===== src/common/avr_isa_pkg.sv =====
/*
 * instruction set definitions
 * - ALU operation encoding
 * - decoded instruction classes
 * - LDS/STS sequencer states
 * - opcode field positions and the immediate register base
 */
package avr_isa_pkg;

	// ALU_PASS moves operand B through and leaves the flags alone
	typedef enum logic [2:0] {
		ALU_ADD,
		ALU_SUB,
		ALU_AND,
		ALU_OR,
		ALU_EOR,
		ALU_PASS
	} alu_op_e;

	typedef enum logic [2:0] {
		CLS_ALU_RR,
		CLS_ALU_IMM,
		CLS_LDI,
		CLS_RJMP,
		CLS_BRANCH,
		CLS_LDS,
		CLS_STS,
		CLS_NOP
	} insn_class_e;

	// first word, address word, load data return
	typedef enum logic [1:0] {
		STEP_FIRST,
		STEP_ADDR,
		STEP_LOAD
	} step_e;

	// immediate forms only reach r16 to r31
	localparam int IMM_REG_BASE = 16;

	// Rd field, five bits or the low four for the immediate forms
	localparam int FLD_RD_LSB = 4;
	// top bit of Rr in the register-register forms
	localparam int FLD_RR_HI = 9;
	// set for STS, clear for LDS
	localparam int FLD_STORE = 9;
	// set for BRBC, clear for BRBS
	localparam int FLD_BR_CLEAR = 10;
	// status bit number tested by a branch
	localparam int FLD_BR_BIT_LSB = 0;
	// seven-bit branch displacement
	localparam int FLD_SIMM7_LSB = 3;

endpackage


===== src/common/avr_core_pkg.sv =====
/*
 * core-wide data path types
 * - word, byte, register number and status register typedefs
 * - register file depth
 * - status flag bit positions inside the status register
 */
package avr_core_pkg;

	localparam int WORD_BITS = 16;
	localparam int BYTE_BITS = 8;
	localparam int REG_COUNT = 32;

	// instructions, program addresses and data addresses
	typedef logic [WORD_BITS-1:0] word_t;
	// register contents and data memory bytes
	typedef logic [BYTE_BITS-1:0] byte_t;
	// register number, r0 to r31
	typedef logic [$clog2(REG_COUNT)-1:0] reg_sel_t;
	// status register, bits 5 to 7 always read as zero
	typedef logic [BYTE_BITS-1:0] sreg_t;

	localparam int FLAG_C = 0;
	localparam int FLAG_Z = 1;
	localparam int FLAG_N = 2;
	localparam int FLAG_V = 3;
	localparam int FLAG_S = 4;

endpackage

===== src/core/avr_core.sv =====
/*
 * two-stage AVR-compatible core, top level
 * - program counter and next fetch address
 * - decode, execute and register file wiring
 * - data-port outputs from the decode stage
 */
`timescale 1ns/10ps

module avr_core import avr_core_pkg::*, avr_isa_pkg::*; #(
	parameter word_t RESET_PC = 16'h0000
) (
	input  logic   clk,
	input  logic   reset,
	output word_t  pc,
	input  word_t  cdata,
	output word_t  data_addr,
	output logic   data_wen,
	output logic   data_ren,
	output byte_t  data_write,
	input  byte_t  data_read
);

	// address of the word now on cdata
	word_t reg_pc;
	word_t next_pc;

	reg_sel_t rd_sel;
	reg_sel_t rr_sel;
	alu_op_e alu_op;
	logic use_carry;
	logic use_imm;
	byte_t imm;
	logic store;
	reg_sel_t dest;
	logic hold_pc;
	logic branch;
	word_t branch_offset;

	sreg_t next_sreg;
	byte_t result;
	byte_t rd_val;
	byte_t rr_val;
	logic wen;
	reg_sel_t waddr;
	byte_t wdata;

	// hold refetches the current word, a jump lands with no bubble
	always_comb begin
		if (hold_pc)
			next_pc = reg_pc;
		else if (branch)
			next_pc = reg_pc + 16'd1 + branch_offset;
		else
			next_pc = reg_pc + 16'd1;
	end

	assign pc = next_pc;

	always_ff @(posedge clk) begin
		if (reset)
			reg_pc <= RESET_PC;
		else
			reg_pc <= next_pc;
	end

	avr_decode u_decode (
		.clk(clk), .reset(reset), .cdata(cdata), .data_read(data_read),
		.next_sreg(next_sreg), .result(result),
		.rd_sel(rd_sel), .rr_sel(rr_sel),
		.alu_op(alu_op), .use_carry(use_carry), .use_imm(use_imm), .imm(imm),
		.store(store), .dest(dest),
		.hold_pc(hold_pc), .branch(branch), .branch_offset(branch_offset),
		.data_addr(data_addr), .data_wen(data_wen), .data_ren(data_ren),
		.data_write(data_write)
	);

	avr_execute u_execute (
		.clk(clk), .reset(reset),
		.alu_op(alu_op), .use_carry(use_carry), .use_imm(use_imm), .imm(imm),
		.store(store), .dest(dest), .rd_val(rd_val), .rr_val(rr_val),
		.result(result), .next_sreg(next_sreg),
		.wen(wen), .waddr(waddr), .wdata(wdata)
	);

	avr_regfile u_regfile (
		.clk(clk), .rd_sel(rd_sel), .rr_sel(rr_sel),
		.wen(wen), .waddr(waddr), .wdata(wdata),
		.rd_val(rd_val), .rr_val(rr_val)
	);

endmodule


===== src/core/avr_execute.sv =====
/*
 * second pipeline stage
 * - operation register between decode and execute
 * - 8-bit ALU with C, Z, N, V and S generation
 * - status register
 * - register file write port
 */
`timescale 1ns/10ps

module avr_execute import avr_core_pkg::*, avr_isa_pkg::*; (
	input  logic      clk,
	input  logic      reset,
	input  alu_op_e   alu_op,
	input  logic      use_carry,
	input  logic      use_imm,
	input  byte_t     imm,
	input  logic      store,
	input  reg_sel_t  dest,
	input  byte_t     rd_val,
	input  byte_t     rr_val,
	output byte_t     result,
	output sreg_t     next_sreg,
	output logic      wen,
	output reg_sel_t  waddr,
	output byte_t     wdata
);

	alu_op_e op_q;
	logic store_q;
	logic carry_q;
	logic use_imm_q;
	byte_t imm_q;
	reg_sel_t dest_q;
	sreg_t sreg;

	byte_t opb;
	logic cin;
	logic [8:0] wide;
	logic flag_c;
	logic flag_v;
	logic flag_z;

	always_ff @(posedge clk) begin
		if (reset) begin
			op_q <= ALU_PASS;
			store_q <= 1'b0;
			sreg <= '0;
		end else begin
			op_q <= alu_op;
			store_q <= store;
			sreg <= next_sreg;
		end
	end

	always_ff @(posedge clk) begin
		carry_q <= use_carry;
		use_imm_q <= use_imm;
		imm_q <= imm;
		dest_q <= dest;
	end

	// operand B is the constant or Rr, A is always Rd
	assign opb = use_imm_q ? imm_q : rr_val;
	assign cin = carry_q & sreg[FLAG_C];

	always_comb begin
		wide = '0;
		result = opb;
		flag_c = sreg[FLAG_C];
		flag_v = 1'b0;
		case (op_q)
			ALU_ADD: begin
				wide = {1'b0, rd_val} + {1'b0, opb} + {8'd0, cin};
				result = wide[7:0];
				flag_c = wide[8];
				// same operand signs, different result sign
				flag_v = (rd_val[7] == opb[7]) && (result[7] != rd_val[7]);
			end
			ALU_SUB: begin
				wide = {1'b0, rd_val} - {1'b0, opb} - {8'd0, cin};
				result = wide[7:0];
				// bit 8 of the difference is the borrow
				flag_c = wide[8];
				flag_v = (rd_val[7] != opb[7]) && (result[7] != rd_val[7]);
			end
			ALU_AND: result = rd_val & opb;
			ALU_OR: result = rd_val | opb;
			ALU_EOR: result = rd_val ^ opb;
			default: result = opb;
		endcase

		// SBC, SBCI and CPC can only keep Z, never set it
		flag_z = (result == 8'h00);
		if (op_q == ALU_SUB && carry_q)
			flag_z = flag_z & sreg[FLAG_Z];

		next_sreg = sreg;
		if (op_q != ALU_PASS) begin
			next_sreg[FLAG_C] = flag_c;
			next_sreg[FLAG_Z] = flag_z;
			next_sreg[FLAG_N] = result[7];
			next_sreg[FLAG_V] = flag_v;
			next_sreg[FLAG_S] = result[7] ^ flag_v;
		end
	end

	// write lands at the end of this cycle, regfile forwards it
	assign wen = store_q;
	assign waddr = dest_q;
	assign wdata = result;

endmodule


===== src/core/avr_decode.sv =====
/*
 * first pipeline stage
 * - instruction classification and field extraction
 * - register read selects and operation for the execute stage
 * - RJMP and BRBS/BRBC next-address control
 * - LDS/STS sequencer with the registered data-port request
 */
`timescale 1ns/10ps

module avr_decode import avr_core_pkg::*, avr_isa_pkg::*; (
	input  logic      clk,
	input  logic      reset,
	input  word_t     cdata,
	input  byte_t     data_read,
	input  sreg_t     next_sreg,
	input  byte_t     result,
	output reg_sel_t  rd_sel,
	output reg_sel_t  rr_sel,
	output alu_op_e   alu_op,
	output logic      use_carry,
	output logic      use_imm,
	output byte_t     imm,
	output logic      store,
	output reg_sel_t  dest,
	output logic      hold_pc,
	output logic      branch,
	output word_t     branch_offset,
	output word_t     data_addr,
	output logic      data_wen,
	output logic      data_ren,
	output byte_t     data_write
);

	step_e step;
	step_e next_step;
	// low until the first fetch after reset has returned
	logic primed;
	word_t held_op;
	word_t opcode;
	insn_class_e cls;
	logic next_wen;
	logic next_ren;

	// opcode fields
	reg_sel_t op_rd;
	reg_sel_t op_rr;
	reg_sel_t op_rdi;
	byte_t op_k;
	word_t simm12;
	word_t simm7;
	logic br_taken;

	// multi-word instructions keep working on the first word
	assign opcode = (step == STEP_FIRST) ? cdata : held_op;

	assign op_rd = opcode[FLD_RD_LSB +: 5];
	assign op_rr = {opcode[FLD_RR_HI], opcode[3:0]};
	assign op_rdi = reg_sel_t'(IMM_REG_BASE) + reg_sel_t'(opcode[FLD_RD_LSB +: 4]);
	assign op_k = {opcode[11:8], opcode[3:0]};
	assign simm12 = {{4{opcode[11]}}, opcode[11:0]};
	assign simm7 = {{9{opcode[FLD_SIMM7_LSB + 6]}}, opcode[FLD_SIMM7_LSB +: 7]};

	// flags of the instruction now in execute, bits 5-7 are zero
	assign br_taken = next_sreg[opcode[FLD_BR_BIT_LSB +: 3]] != opcode[FLD_BR_CLEAR];

	always_comb begin
		casez (opcode[15:10])
			6'b000001, 6'b00001?, 6'b000101, 6'b00011?, 6'b0010??:
				cls = CLS_ALU_RR;
			6'b0011??, 6'b01????:
				cls = CLS_ALU_IMM;
			6'b1110??:
				cls = CLS_LDI;
			6'b1100??:
				cls = CLS_RJMP;
			6'b11110?:
				cls = CLS_BRANCH;
			6'b100100: begin
				if (opcode[3:0] != 4'b0000)
					cls = CLS_NOP;
				else if (opcode[FLD_STORE])
					cls = CLS_STS;
				else
					cls = CLS_LDS;
			end
			default:
				cls = CLS_NOP;
		endcase
	end

	always_comb begin
		// default is a bubble that writes nothing
		rd_sel = op_rd;
		rr_sel = op_rr;
		alu_op = ALU_PASS;
		use_carry = 1'b0;
		use_imm = 1'b0;
		imm = op_k;
		store = 1'b0;
		dest = op_rd;
		hold_pc = 1'b0;
		branch = 1'b0;
		branch_offset = simm12;
		next_step = step;
		next_wen = 1'b0;
		next_ren = 1'b0;

		if (!primed) begin
			// refetch the reset address
			hold_pc = 1'b1;
		end else begin
			case (step)
				STEP_FIRST: begin
					case (cls)
						CLS_ALU_RR: begin
							store = 1'b1;
							case (opcode[13:10])
								// CPC and CP only touch the flags
								4'b0001: begin
									alu_op = ALU_SUB;
									use_carry = 1'b1;
									store = 1'b0;
								end
								4'b0010: begin
									alu_op = ALU_SUB;
									use_carry = 1'b1;
								end
								4'b0011: alu_op = ALU_ADD;
								4'b0101: begin
									alu_op = ALU_SUB;
									store = 1'b0;
								end
								4'b0110: alu_op = ALU_SUB;
								4'b0111: begin
									alu_op = ALU_ADD;
									use_carry = 1'b1;
								end
								4'b1000: alu_op = ALU_AND;
								4'b1001: alu_op = ALU_EOR;
								4'b1010: alu_op = ALU_OR;
								default: alu_op = ALU_PASS;
							endcase
						end
						CLS_ALU_IMM: begin
							rd_sel = op_rdi;
							dest = op_rdi;
							use_imm = 1'b1;
							store = 1'b1;
							case (opcode[14:12])
								// CPI
								3'b011: begin
									alu_op = ALU_SUB;
									store = 1'b0;
								end
								3'b100: begin
									alu_op = ALU_SUB;
									use_carry = 1'b1;
								end
								3'b101: alu_op = ALU_SUB;
								3'b110: alu_op = ALU_OR;
								default: alu_op = ALU_AND;
							endcase
						end
						CLS_LDI: begin
							dest = op_rdi;
							use_imm = 1'b1;
							store = 1'b1;
						end
						CLS_RJMP: begin
							branch = 1'b1;
						end
						CLS_BRANCH: begin
							branch = br_taken;
							branch_offset = simm7;
						end
						CLS_LDS: begin
							next_step = STEP_ADDR;
						end
						CLS_STS: begin
							// Rd passes through the ALU to become the write data
							rr_sel = op_rd;
							next_step = STEP_ADDR;
						end
						default: begin
						end
					endcase
				end
				STEP_ADDR: begin
					// cdata now carries the data address
					if (cls == CLS_STS) begin
						next_wen = 1'b1;
						next_step = STEP_FIRST;
					end else begin
						next_ren = 1'b1;
						hold_pc = 1'b1;
						next_step = STEP_LOAD;
					end
				end
				default: begin
					if (data_ren) begin
						// read strobe is out, data returns next cycle
						hold_pc = 1'b1;
					end else begin
						// write the loaded byte like an LDI to the full Rd
						use_imm = 1'b1;
						imm = data_read;
						store = 1'b1;
						next_step = STEP_FIRST;
					end
				end
			endcase
		end
	end

	always_ff @(posedge clk) begin
		if (reset) begin
			step <= STEP_FIRST;
			primed <= 1'b0;
			data_wen <= 1'b0;
			data_ren <= 1'b0;
		end else begin
			step <= next_step;
			primed <= 1'b1;
			data_wen <= next_wen;
			data_ren <= next_ren;
		end
	end

	always_ff @(posedge clk) begin
		if (step == STEP_FIRST)
			held_op <= cdata;
		if (next_wen || next_ren)
			data_addr <= cdata;
		// result holds the STS source register in the address cycle
		if (next_wen)
			data_write <= result;
	end

endmodule


===== src/core/avr_regfile.sv =====
/*
 * 32 x 8 register file
 * - two registered read ports
 * - one write port, forwarded to a read of the same register
 */
`timescale 1ns/10ps

module avr_regfile import avr_core_pkg::*; (
	input  logic      clk,
	input  reg_sel_t  rd_sel,
	input  reg_sel_t  rr_sel,
	input  logic      wen,
	input  reg_sel_t  waddr,
	input  byte_t     wdata,
	output byte_t     rd_val,
	output byte_t     rr_val
);

	byte_t regs [REG_COUNT];

	always_ff @(posedge clk) begin
		if (wen)
			regs[waddr] <= wdata;

		// a back-to-back dependent instruction sees the new value
		if (wen && waddr == rd_sel)
			rd_val <= wdata;
		else
			rd_val <= regs[rd_sel];

		if (wen && waddr == rr_sel)
			rr_val <= wdata;
		else
			rr_val <= regs[rr_sel];
	end

endmodule


===== config.mk =====
export PLATFORM = sky130hd
export DESIGN_NAME = avr_core
export DESIGN_NICKNAME = d
export VERILOG_FILES = /design/src/common/avr_isa_pkg.sv /design/src/common/avr_core_pkg.sv /design/src/core/avr_core.sv /design/src/core/avr_execute.sv /design/src/core/avr_decode.sv /design/src/core/avr_regfile.sv
export SDC_FILE = /design/constraint.sdc
export NUM_CORES = 1
export LEC_CHECK = 0
export BUFFER_PORTS_ARGS = -buffer_cell sky130_fd_sc_hd__buf_2
export CAP_MARGIN = 20
export CORE_ASPECT_RATIO = 1.25
export CORE_UTILIZATION = 38
export CTS_BUF_LIST = sky130_fd_sc_hd__clkbuf_4 sky130_fd_sc_hd__clkbuf_8 sky130_fd_sc_hd__clkbuf_16
export CTS_CLUSTER_SIZE = 25
export DETAILED_ROUTE_END_ITERATION = 6
export PLACE_DENSITY = 0.64
export SLEW_MARGIN = 20
export SYNTH_ARGS = -nofsm -noshare
export SYNTH_HDL_FRONTEND = slang
export SYNTH_SLANG_ARGS = --single-unit

===== constraint.sdc =====
create_clock -name clk -period 8.31 [get_ports clk]
set_clock_uncertainty 0.2 [all_clocks]
set_input_delay 0.831 -clock clk [delete_from_list [all_inputs] [get_ports clk]]
set_output_delay 0.831 -clock clk [all_outputs]
set_load 0.03 [all_outputs]

== Word-level counts from Yosys, hierarchy flattened ==
Memory sizes are Yosys's and may differ from the RTL's. A register that Yosys moved wholly into a read port is not among the register bits.
Cells that the tools add are included.
Word-level totals
  output and inout port bits: 42
  word-level logic and storage cells: 159
  bits in read-only memories: 0
  bits in latches: 0
  memories kept: 1
  memory bits (writable): 256
  flip-flop bits (word level): 85
  input bits: 26
Memories
  u_regfile.regs: words 32, width 8, rd ports 2, clocked after memory_dff 2, wr ports 1, line avr_regfile.sv:19  | byte_t regs [REG_COUNT];
Operators by class
  reduce and logical (&&, ||, !) cells: 23
  div/mod/pow operators: 0
  $lt $le $gt $ge: 1
  bitwise logic cells: 8
  $add $sub $neg: 7
  shift operators: 0
  $mul: 0
  equal/unequal tests: 43
  multiplexer cells: 61
Operator list (number)
  16-bit two-way mux: 6
  5-bit two-way mux: 10
  8-bit one-hot mux with 5 select lines: 1
  8-bit two-way mux: 4
  3-bit == test (second input constant): 7
  1-bit two-way mux: 21
  4-bit == test (second input constant): 5
  3-bit one-hot mux with 6 select lines: 1
  16-bit by 1-bit adder with 16-bit output (second input constant): 1
  16-bit adder: 1
  4-bit by 2-bit == test with 1-bit output (second input constant): 4
  3-bit by 2-bit == test with 1-bit output (second input constant): 5
  3-bit one-hot mux with 5 select lines: 1
  1-bit one-hot mux with 2 select lines: 7
  2-bit OR reduction: 7
  4-bit by 3-bit == test with 1-bit output (second input constant): 3
  8-bit by 8-bit adder with 9-bit output: 1
  9-bit by 1-bit adder with 9-bit output: 1
  3-bit OR reduction: 3
  8-bit by 8-bit subtractor with 9-bit output: 1
  9-bit by 1-bit subtractor with 9-bit output: 1
  8-bit AND: 1
  8-bit zero test: 1
  2-bit two-way mux: 4
  other kinds (34): 46

== Depth between registers and ports, before layout ==
Gate-level depths: netlist of the first run.
  depth in word-level cells: 16
  gate-level depth with buffers: 28
  gate-level depth less buffers: 25

== By module ==
Synthesis of the first run repeated with hierarchy kept, for this count alone.
Unflattened totals
  cells, all modules: 1346
  area, all modules: 18870.6 µm²
Modules (own cells, without submodules)
  avr_regfile: cells each 526, instances 1, area each 12087.8 µm², sequential area each 7887.6 µm²
  avr_execute: cells each 291, instances 1, area each 2402.3 µm², sequential area each 480.5 µm²
  avr_decode: cells each 254, instances 1, area each 2393.5 µm², sequential area each 1141.1 µm²
  avr_core: cells each 275, instances 1, area each 1986.9 µm², sequential area each 320.3 µm²

== Least setup slack after synthesis of the first run ==
OpenSTA, ideal clock, no wires.
  path kind: reg2out
  start point: register, netlist name u_execute.waddr[0]
  end point: output port pc[15]
  cell stages (with the launch flop): 25
  path buffers: 3
  path slack: -0.408 ns
  arrival: 7.687 ns
  cell sequence: dfxtp_1 buf_2 buf_1 clkbuf_1 mux4_2 mux4_2 mux2i_1 inv_1 fa_1 fa_1 a211oi_1 o21bai_1 a21oi_1 xnor2_1 a221oi_1 a21oi_1 nand4b_1 nor4b_2 a2111oi_0 nor4_1 a311o_2 nor2_8 o21a_1 o21ai_1 xnor2_1
RTL lines
  to (decl): line avr_core.sv:14  | output word_t pc,

==> summary.json, run 1 <==
{
  "logic_synthesis": {
    "synth_most_common_cell": "sky130_fd_sc_hd__edfxtp_1",
    "post_synthesis_async_set_or_reset_flop_share": 0,
    "synthesis.area_per_instance_um2": 13.3,
    "yosys-top-cells-count": "sky130_fd_sc_hd__edfxtp_1 (280), sky130_fd_sc_hd__mux2i_1 (112), sky130_fd_sc_hd__mux4_2 (112), sky130_fd_sc_hd__nor2_1 (112), sky130_fd_sc_hd__a21oi_1 (72)",
    "post_synth_num_cell_types": 75,
    "post_synth_instance_area_um2": 18000,
    "synth-seq-cells": 343,
    "synthesis.nets": 1428,
    "synthTopCellsByArea": "sky130_fd_sc_hd__edfxtp_1 (47%), sky130_fd_sc_hd__mux4_2 (14%), sky130_fd_sc_hd__dfxtp_1 (7.0%)",
    "synth_largest_area_cell": "sky130_fd_sc_hd__edfxtp_1",
    "top_ff_cell_synth": "sky130_fd_sc_hd__edfxtp_1",
    "yosys_warnings": 0,
    "yosys.area.top_type_share": 0.466,
    "number_of_synthesized_flops_with_an_enable_pin": 280,
    "synth.yosys.seq_area_share": 0.536,
    "netlist_instances": 1353
  },
  "critical_path": {
    "critical_path.n_buffers_inverters": 4,
    "worst_path_cell_trace": "buf_12 > mux4_2 > mux4_2 > mux2i_2 > inv_2 > fa_1 > fa_1 > a211oi_2 > o21bai_1 > a21oi_2 > xnor2_1 > a221oi_2 > a21oi_4 > nand4b_1 > nor4b_4 > a2111oi_1 > or3_1 > a311o_2 > nor2_8 > buf_4 > nor2_1 > a211oi_1 > nor2_1 > buf_2",
    "critPathRequiredTime_ps": 7280,
    "cp_max_fo": 6,
    "critical-path-max-stage-delay_ps": 520,
    "start_kind": "flip-flop",
    "critPathTopFamily": "compound AO/OA/AOI/OAI gates",
    "timing.reg2reg.setup_slack_ps": 1630,
    "worstReg2RegStart": "u_execute.waddr[0]$_DFF_P_",
    "ff2ff_path_depth": 24,
    "r2r_endpoint": "reg_pc[3]$_SDFF_PP0_",
    "critPathCaptureType": "output port",
    "cp.arrival_ps": 6990,
    "crit_slowest_cell": "sky130_fd_sc_hd__fa_1",
    "critPathKind": "flip-flop to output port"
  },
  "final_layout": {
    "multi_input_comb_area_um2": 7940,
    "antenna-diode-count": 0,
    "n_fill_cell": 4255,
    "final-seq-area_um2": 9690,
    "layout.nets": 1533,
    "drive_gt1_frac": 0.249,
    "syn2layout_area_growth_pct": 15.2
  },
  "power": {
    "share_seq_of_total_power": 0.457,
    "combPwrFrac": 0.169,
    "internal_dissipation_mw": 3.14,
    "power_switching_mw": 1.18,
    "ir_worst_vdd_mv": 0.181,
    "power_leakage_nw": 7.67,
    "p_per_area_nw_per_um2": 208,
    "totalPowerFinal_mw": 4.32,
    "clock_power_share": 0.374,
    "netSwitchingFraction": 0.272
  },
  "clocking": {
    "clk_pin_slew_worst_paths_ps": 60,
    "cts_hold_repair.buffers": 0,
    "numClockSinks": 343,
    "clock_latency_ps": 530,
    "clock_tree.root_cell": "sky130_fd_sc_hd__clkbuf_16",
    "cts_made_buffers": 37,
    "max-clock-path-buffers": 3,
    "cts_tree": "built",
    "h-tree-depth": 2
  },
  "sta": {
    "max_freq_ghz": 0.125,
    "timing.final.max_slew_violations": 0,
    "timing.setup.tns_ps": 0,
    "final_min_period_over_clock_period": 0.966,
    "timing.slew.headroom": 0.211,
    "final_period_demand_of_the_worst_path_ps": 8030,
    "finalSetupViolations": 0,
    "worst_pin_slew_ps": 1180,
    "hold_viol": 0
  },
  "floorplanning": {
    "die_area_um2": 48400,
    "core_area_um2": 46500,
    "top_level_ports": 68,
    "rows": 88,
    "die_h_um": 246,
    "starting_utilization_of_the_core_area": 0.388,
    "die_x_um": 197
  },
  "placed_design": {
    "buffer_ports.inserted": 67,
    "gp_routability_congestion": 0.939,
    "dp.final_hpwl_mm": 35.6
  },
  "routing": {
    "total_number_of_vias": 12329,
    "detailedRoute.firstIterationViolations": 1367,
    "post_detailed_route_count_of_antenna_violating_nets": 0,
    "drt_first_pass_iters": 6,
    "drt_drc_violations_left": 0,
    "detail_route.wirelength_mm": 51.4,
    "drt-vias-per-instance": 5.83,
    "dr_wl_cell_um": 24.3
  },
  "global_routing": {
    "met1_routing_resource_usage_after_global_routing": 0.258,
    "groute.usage.overall": 0.212,
    "grt_pass1_wl_mm": 76.3,
    "grt.overflow.total": 0,
    "global_route.usage.met3": 0.0359,
    "maximum_number_of_pins_on_one_net_before_global_route_repair": 38,
    "antenna_found_initial": 0,
    "grt.busiest_layer": "met2",
    "globalRouteMet2Util": 0.369,
    "vias_in_the_first_global_route": 12475
  },
  "worst_hold_path": {
    "classification_of_the_worst_slack_hold_path": "flip-flop to flip-flop",
    "whs_path_depth": 2,
    "hold_start": "u_decode.held_op[3]$_DFF_P_"
  },
  "status": {
    "outcome": "finished clean"
  },
  "flow_run": {
    "timing.max_cap.violations": 0
  }
}
[cell type report]
cell class                      instances  area share
Clock buffer                           42      0.0472
Tap cell                              630      0.0379
Multi-Input combinational cell        880       0.382
Clock inverter                         22     0.00939
Sequential cell                       343       0.466
Inverter                               58      0.0105
Timing Repair Buffer                  138      0.0472
[worst min-delay path, delay by kind of cell (launching register included)]
kind | cells | cell delay (ps)
compound gates | 1 | 60
simple gates | 1 | 50
flops | 1 | 310
[flip-flops by register name, indices dropped and copies added, names as in the netlist, named ones only]
register,flops
u_regfile.regs,256
u_execute.sreg,5
u_execute.use_imm_q,1
reg_pc,16
u_decode.data_wen,1
u_execute.waddr,5
u_decode.held_op,12
u_decode.primed,1
u_decode.data_write,8
u_decode.data_ren,1
u_execute.imm_q,8
u_execute.carry_q,1
u_execute.wen,1
u_execute.op_q,3
u_decode.data_addr,16
u_decode.step,2
[layout by cell type (no fill, tap or decap), types with 39 or more instances in the layout]
cell | synthesis | routed
sky130_fd_sc_hd__a21oi_1 | 72 | 67
sky130_fd_sc_hd__nand2_1 | 68 | 68
sky130_fd_sc_hd__buf_4 | 5 | 60
sky130_fd_sc_hd__nor2_1 | 112 | 104
sky130_fd_sc_hd__mux4_2 | 112 | 112
sky130_fd_sc_hd__dfxtp_1 | 63 | 58
sky130_fd_sc_hd__mux2i_1 | 112 | 108
sky130_fd_sc_hd__inv_1 | 56 | 54
sky130_fd_sc_hd__buf_2 | 16 | 67
sky130_fd_sc_hd__ha_1 | 44 | 44
sky130_fd_sc_hd__edfxtp_1 | 280 | 280
sky130_fd_sc_hd__nand3_1 | 39 | 39
[metrics by stage]
| step | setup WS (ps) | hold WS (ps) | instance area, um2 | util | cells |
|---|---|---|---|---|---|
| detailed placement | 432 | 231 | 19300 | 0.415 | 2027 |
| finish | 284 | 247 | 20800 | 0.447 | 2113 |
| global placement | 516 | 230 | 19200 | 0.414 | 2025 |
| global route | -22.8 | 276 | 20800 | 0.447 | 2113 |
| floorplan | 56.2 | 213 | 18100 | - | 1353 |
| CTS | 18.6 | 248 | 20500 | 0.441 | 2091 |
[worst max path at each step]
stage / cells past startpoint / slack, ps / from / endpoint
after floorplan: 23 / 60 / u_execute.waddr[0]$_DFF_P_ / pc[15]
after global placement: 22 / 520 / u_execute.waddr[0]$_DFF_P_ / pc[9]
after detailed placement: 21 / 430 / u_execute.waddr[0]$_DFF_P_ / pc[7]
after CTS: 22 / 20 / u_execute.waddr[0]$_DFF_P_ / pc[7]
after global routing: 24 / -20 / u_execute.waddr[0]$_DFF_P_ / pc[8]
final: 24 / 280 / u_execute.waddr[0]$_DFF_P_ / pc[9]
[kinds of logic (layout without fill, tap and decap cells)]
logic type	after synthesis	count (layout)	share of synthesized area
fa+ha+maj	49	49	0.0361
buf+inv	130	260	0.0309
xor+xnor	34	34	0.0165
compound gates	207	207	0.0739
mux	240	240	0.212
flops	343	343	0.536
simple gates	350	350	0.0949
[layer usage]
layer  routed length [um]  up-vias  share of wire
li1                     -     5422              -
met1                19400     6205           0.38
met2                26100      602           0.51
met3                 3970      100          0.077
met4                 1890        0          0.037
met5                    0        -              0
[power groups by stage]
| stage | combinational, mW | clock [mW] | sequential (mW) |
|---|---|---|---|
| global route | 0.793 | 1.70 | 1.97 |
| CTS | 0.699 | 1.64 | 1.98 |
| detailed placement | 0.692 | 0 | 2.01 |
| finish | 0.731 | 1.62 | 1.97 |
| floorplan | 0.493 | 0 | 1.99 |
| global placement | 0.681 | 0 | 2.01 |
[timing repair]
action                     in CTS  in global routing
setup endpoints to repair      15                 16
pin swaps                       0                  1
setup buffers                   0                 19
gates resized for setup         8                 17
No activity file was read; power rests on OpenSTA's default activity.
==> run 2, diff against run 1 <==
--- a/config.mk
+++ b/config.mk
@@ -13,6 +13,7 @@
 export CTS_CLUSTER_SIZE = 25
 export DETAILED_ROUTE_END_ITERATION = 6
 export PLACE_DENSITY = 0.64
+export REMOVE_ABC_BUFFERS = 1
 export SLEW_MARGIN = 20
 export SYNTH_ARGS = -nofsm -noshare
 export SYNTH_HDL_FRONTEND = slang
==> constraint.sdc (replaced) <==
create_clock -name clk -period 8.31 [get_ports clk]
set_clock_uncertainty 0.2 [all_clocks]
set_input_delay 0.4155 -clock clk [delete_from_list [all_inputs] [get_ports clk]]
set_output_delay 0.4155 -clock clk [all_outputs]
set_load 0.03 [all_outputs]
==> summary.json, run 2 (synthesis gave the netlist of run 1 again) <==
{
  "power": {
    "power_leakage_nw": 7.70,
    "totalPowerFinal_mw": 4.42,
    "combPwrFrac": 0.158,
    "clock_power_share": 0.394,
    "power_switching_mw": 1.15,
    "share_seq_of_total_power": 0.448,
    "internal_dissipation_mw": 3.26,
    "netSwitchingFraction": 0.261,
    "p_per_area_nw_per_um2": 212,
    "ir_worst_vdd_mv": 0.161
  },
  "floorplanning": {
    "starting_utilization_of_the_core_area": 0.388,
    "top_level_ports": 68,
    "die_x_um": 197,
    "core_area_um2": 46500,
    "rows": 88,
    "die_area_um2": 48400,
    "die_h_um": 246
  },
  "critical_path": {
    "cp_max_fo": 27,
    "ff2ff_path_depth": 24,
    "worst_path_cell_trace": "mux2i_1 > mux4_2 > mux2i_1 > mux2i_1 > o21a_1 > inv_1 > fa_1 > fa_1 > a211oi_1 > o21bai_1 > a21oi_1 > xnor2_1 > a221oi_1 > a21oi_2 > nand4b_1 > nor4b_2 > a2111oi_0 > or3_1 > a311o_2 > nor2_8 > buf_4 > mux2i_1 > mux2_2 > buf_2",
    "critical-path-max-stage-delay_ps": 640,
    "critPathCaptureType": "output port",
    "critPathKind": "flip-flop to output port",
    "critical_path.n_buffers_inverters": 3,
    "critPathTopFamily": "compound AO/OA/AOI/OAI gates",
    "timing.reg2reg.setup_slack_ps": 1200,
    "cp.arrival_ps": 7380,
    "crit_slowest_cell": "sky130_fd_sc_hd__dfxtp_4",
    "cpMostUsedCell": "sky130_fd_sc_hd__mux2i_1",
    "r2r_endpoint": "reg_pc[3]$_SDFF_PP0_",
    "start_kind": "flip-flop",
    "critPathRequiredTime_ps": 7690
  },
  "routing": {
    "drt-vias-per-instance": 5.75,
    "post_detailed_route_count_of_antenna_violating_nets": 0,
    "dr_wl_cell_um": 23.6,
    "drt_first_pass_iters": 6,
    "drt_drc_violations_left": 0,
    "total_number_of_vias": 12163,
    "detailedRoute.firstIterationViolations": 1161,
    "detail_route.wirelength_mm": 49.9
  },
  "clocking": {
    "clk_pin_slew_worst_paths_ps": 60,
    "clock_latency_ps": 550,
    "max-clock-path-buffers": 3,
    "numClockSinks": 343,
    "cts_tree": "built",
    "h-tree-depth": 2,
    "clock_tree.root_cell": "sky130_fd_sc_hd__clkbuf_16",
    "cts_made_buffers": 37
  },
  "sta": {
    "finalSetupViolations": 0,
    "timing.final.max_slew_violations": 0,
    "timing.final.ws_setup_ps": 315,
    "final_period_demand_of_the_worst_path_ps": 7990,
    "max_freq_ghz": 0.125,
    "worst_pin_slew_ps": 1100,
    "hold_viol": 0,
    "timing.slew.headroom": 0.264,
    "final_min_period_over_clock_period": 0.962
  },
  "final_layout": {
    "register_with_the_most_flip_flops": "u_regfile.regs",
    "antenna-diode-count": 0,
    "syn2layout_area_growth_pct": 15.5,
    "finalCoreUtilization": 0.449,
    "layout_commonest_cell": "sky130_fd_sc_hd__edfxtp_1",
    "layout.nets": 1533,
    "reg.largest.list": "u_regfile.regs (256), reg_pc (16), u_decode.data_addr (16)",
    "drive_gt1_frac": 0.235,
    "largest_reg_flops": 256,
    "most-common-layout-cells": "sky130_fd_sc_hd__edfxtp_1 (280), sky130_fd_sc_hd__mux4_2 (112), sky130_fd_sc_hd__mux2i_1 (110)"
  },
  "status": {
    "outcome": "finished clean"
  },
  "worst_hold_path": {
    "timing.hold.worst_endpoint": "u_execute.imm_q[5]$_DFF_P_",
    "hold_start": "data_read[5]",
    "classification_of_the_worst_slack_hold_path": "primary input to flip-flop",
    "whs_path_depth": 3
  },
  "global_routing": {
    "grt.busiest_layer": "met2",
    "grt_pass1_wl_mm": 75.7,
    "antenna_found_initial": 0,
    "maximum_number_of_pins_on_one_net_before_global_route_repair": 55,
    "global_route.usage.met3": 0.0322,
    "groute.usage.overall": 0.210,
    "grt.overflow.total": 0,
    "globalRouteMet2Util": 0.359,
    "met1_routing_resource_usage_after_global_routing": 0.256,
    "vias_in_the_first_global_route": 12389
  },
  "placed_design": {
    "dp.final_hpwl_mm": 35.0,
    "buffer_ports.inserted": 67,
    "gp_routability_congestion": 0.952,
    "dpl_worst_slack_ps": 779
  },
  "flow_run": {
    "timing.max_cap.violations": 0
  }
}
## run 2: how the worst max path moves through the flow
stage	from	end	slack [ps]	depth (start not counted)
final	flip-flop	pc[1]	320	24
after global routing	flip-flop	pc[1]	-20	24
after CTS	flip-flop	pc[8]	140	24
after detailed placement	flip-flop	pc[1]	780	24
after global placement	u_execute.waddr[0]$_DFF_P_	pc[1]	910	22
after floorplan	u_execute.waddr[0]$_DFF_P_	pc[15]	-1290	21
## run 2: power by group through the flow
stage,clock network (mW),logic [mW],registers (mW)
after detailed placement,0,0.674,2.02
after CTS,1.76,0.686,1.98
after global placement,0,0.667,2.02
after global routing,1.82,0.760,1.98
final,1.74,0.700,1.98
after floorplan,0,0.454,2.02
## run 2: stage by stage
| step | std cells | cell area [um2] | hold slack, ps | setup TNS [ps] |
|---|---|---|---|---|
| global route | 2116 | 20800 | 3.52 | -62.3 |
| global placement | 2020 | 19200 | 238 | 0 |
| floorplan | 1281 | 17700 | 213 | -26400 |
| detailed placement | 2022 | 19300 | 238 | 0 |
| CTS | 2111 | 20800 | 4.26 | 0 |
| finish | 2116 | 20800 | 16.1 | 0 |
## run 2: layer usage
layer	vias to the layer above	wire, um
li1	5427	-
met1	6112	19500
met5	-	0
met4	0	2580
met3	127	3120
met2	497	24700
## run 2: what timing repair did
item,CTS,global route
buffers inserted,0,4
gates resized for setup,0,4
hold buffers,22,0
hold endpoints to repair,25,0
endpoints found under the setup margin,0,16
## run 2: layout make-up
class / count / area, um2
sequential: 343 / 9690
tap: 630 / 788
timing repair buffer: 138 / 990
clock inverter: 18 / 253
inverter: 58 / 218
clock buffer: 49 / 1040
fill: 4228 / 25600
multi-input combinational: 880 / 7870
## run 2: worst reg2reg max path: cells and delay by family, from the launching register on
kind | cells | cell delay [ps]
XOR/XNOR | 1 | 100
flip-flops | 1 | 640
buffers and inverters | 2 | 330
adder cells (fa/ha/maj) | 2 | 970
multiplexers | 5 | 1270
AO/OA/AOI/OAI | 9 | 2030
AND/OR/NAND/NOR | 5 | 1450
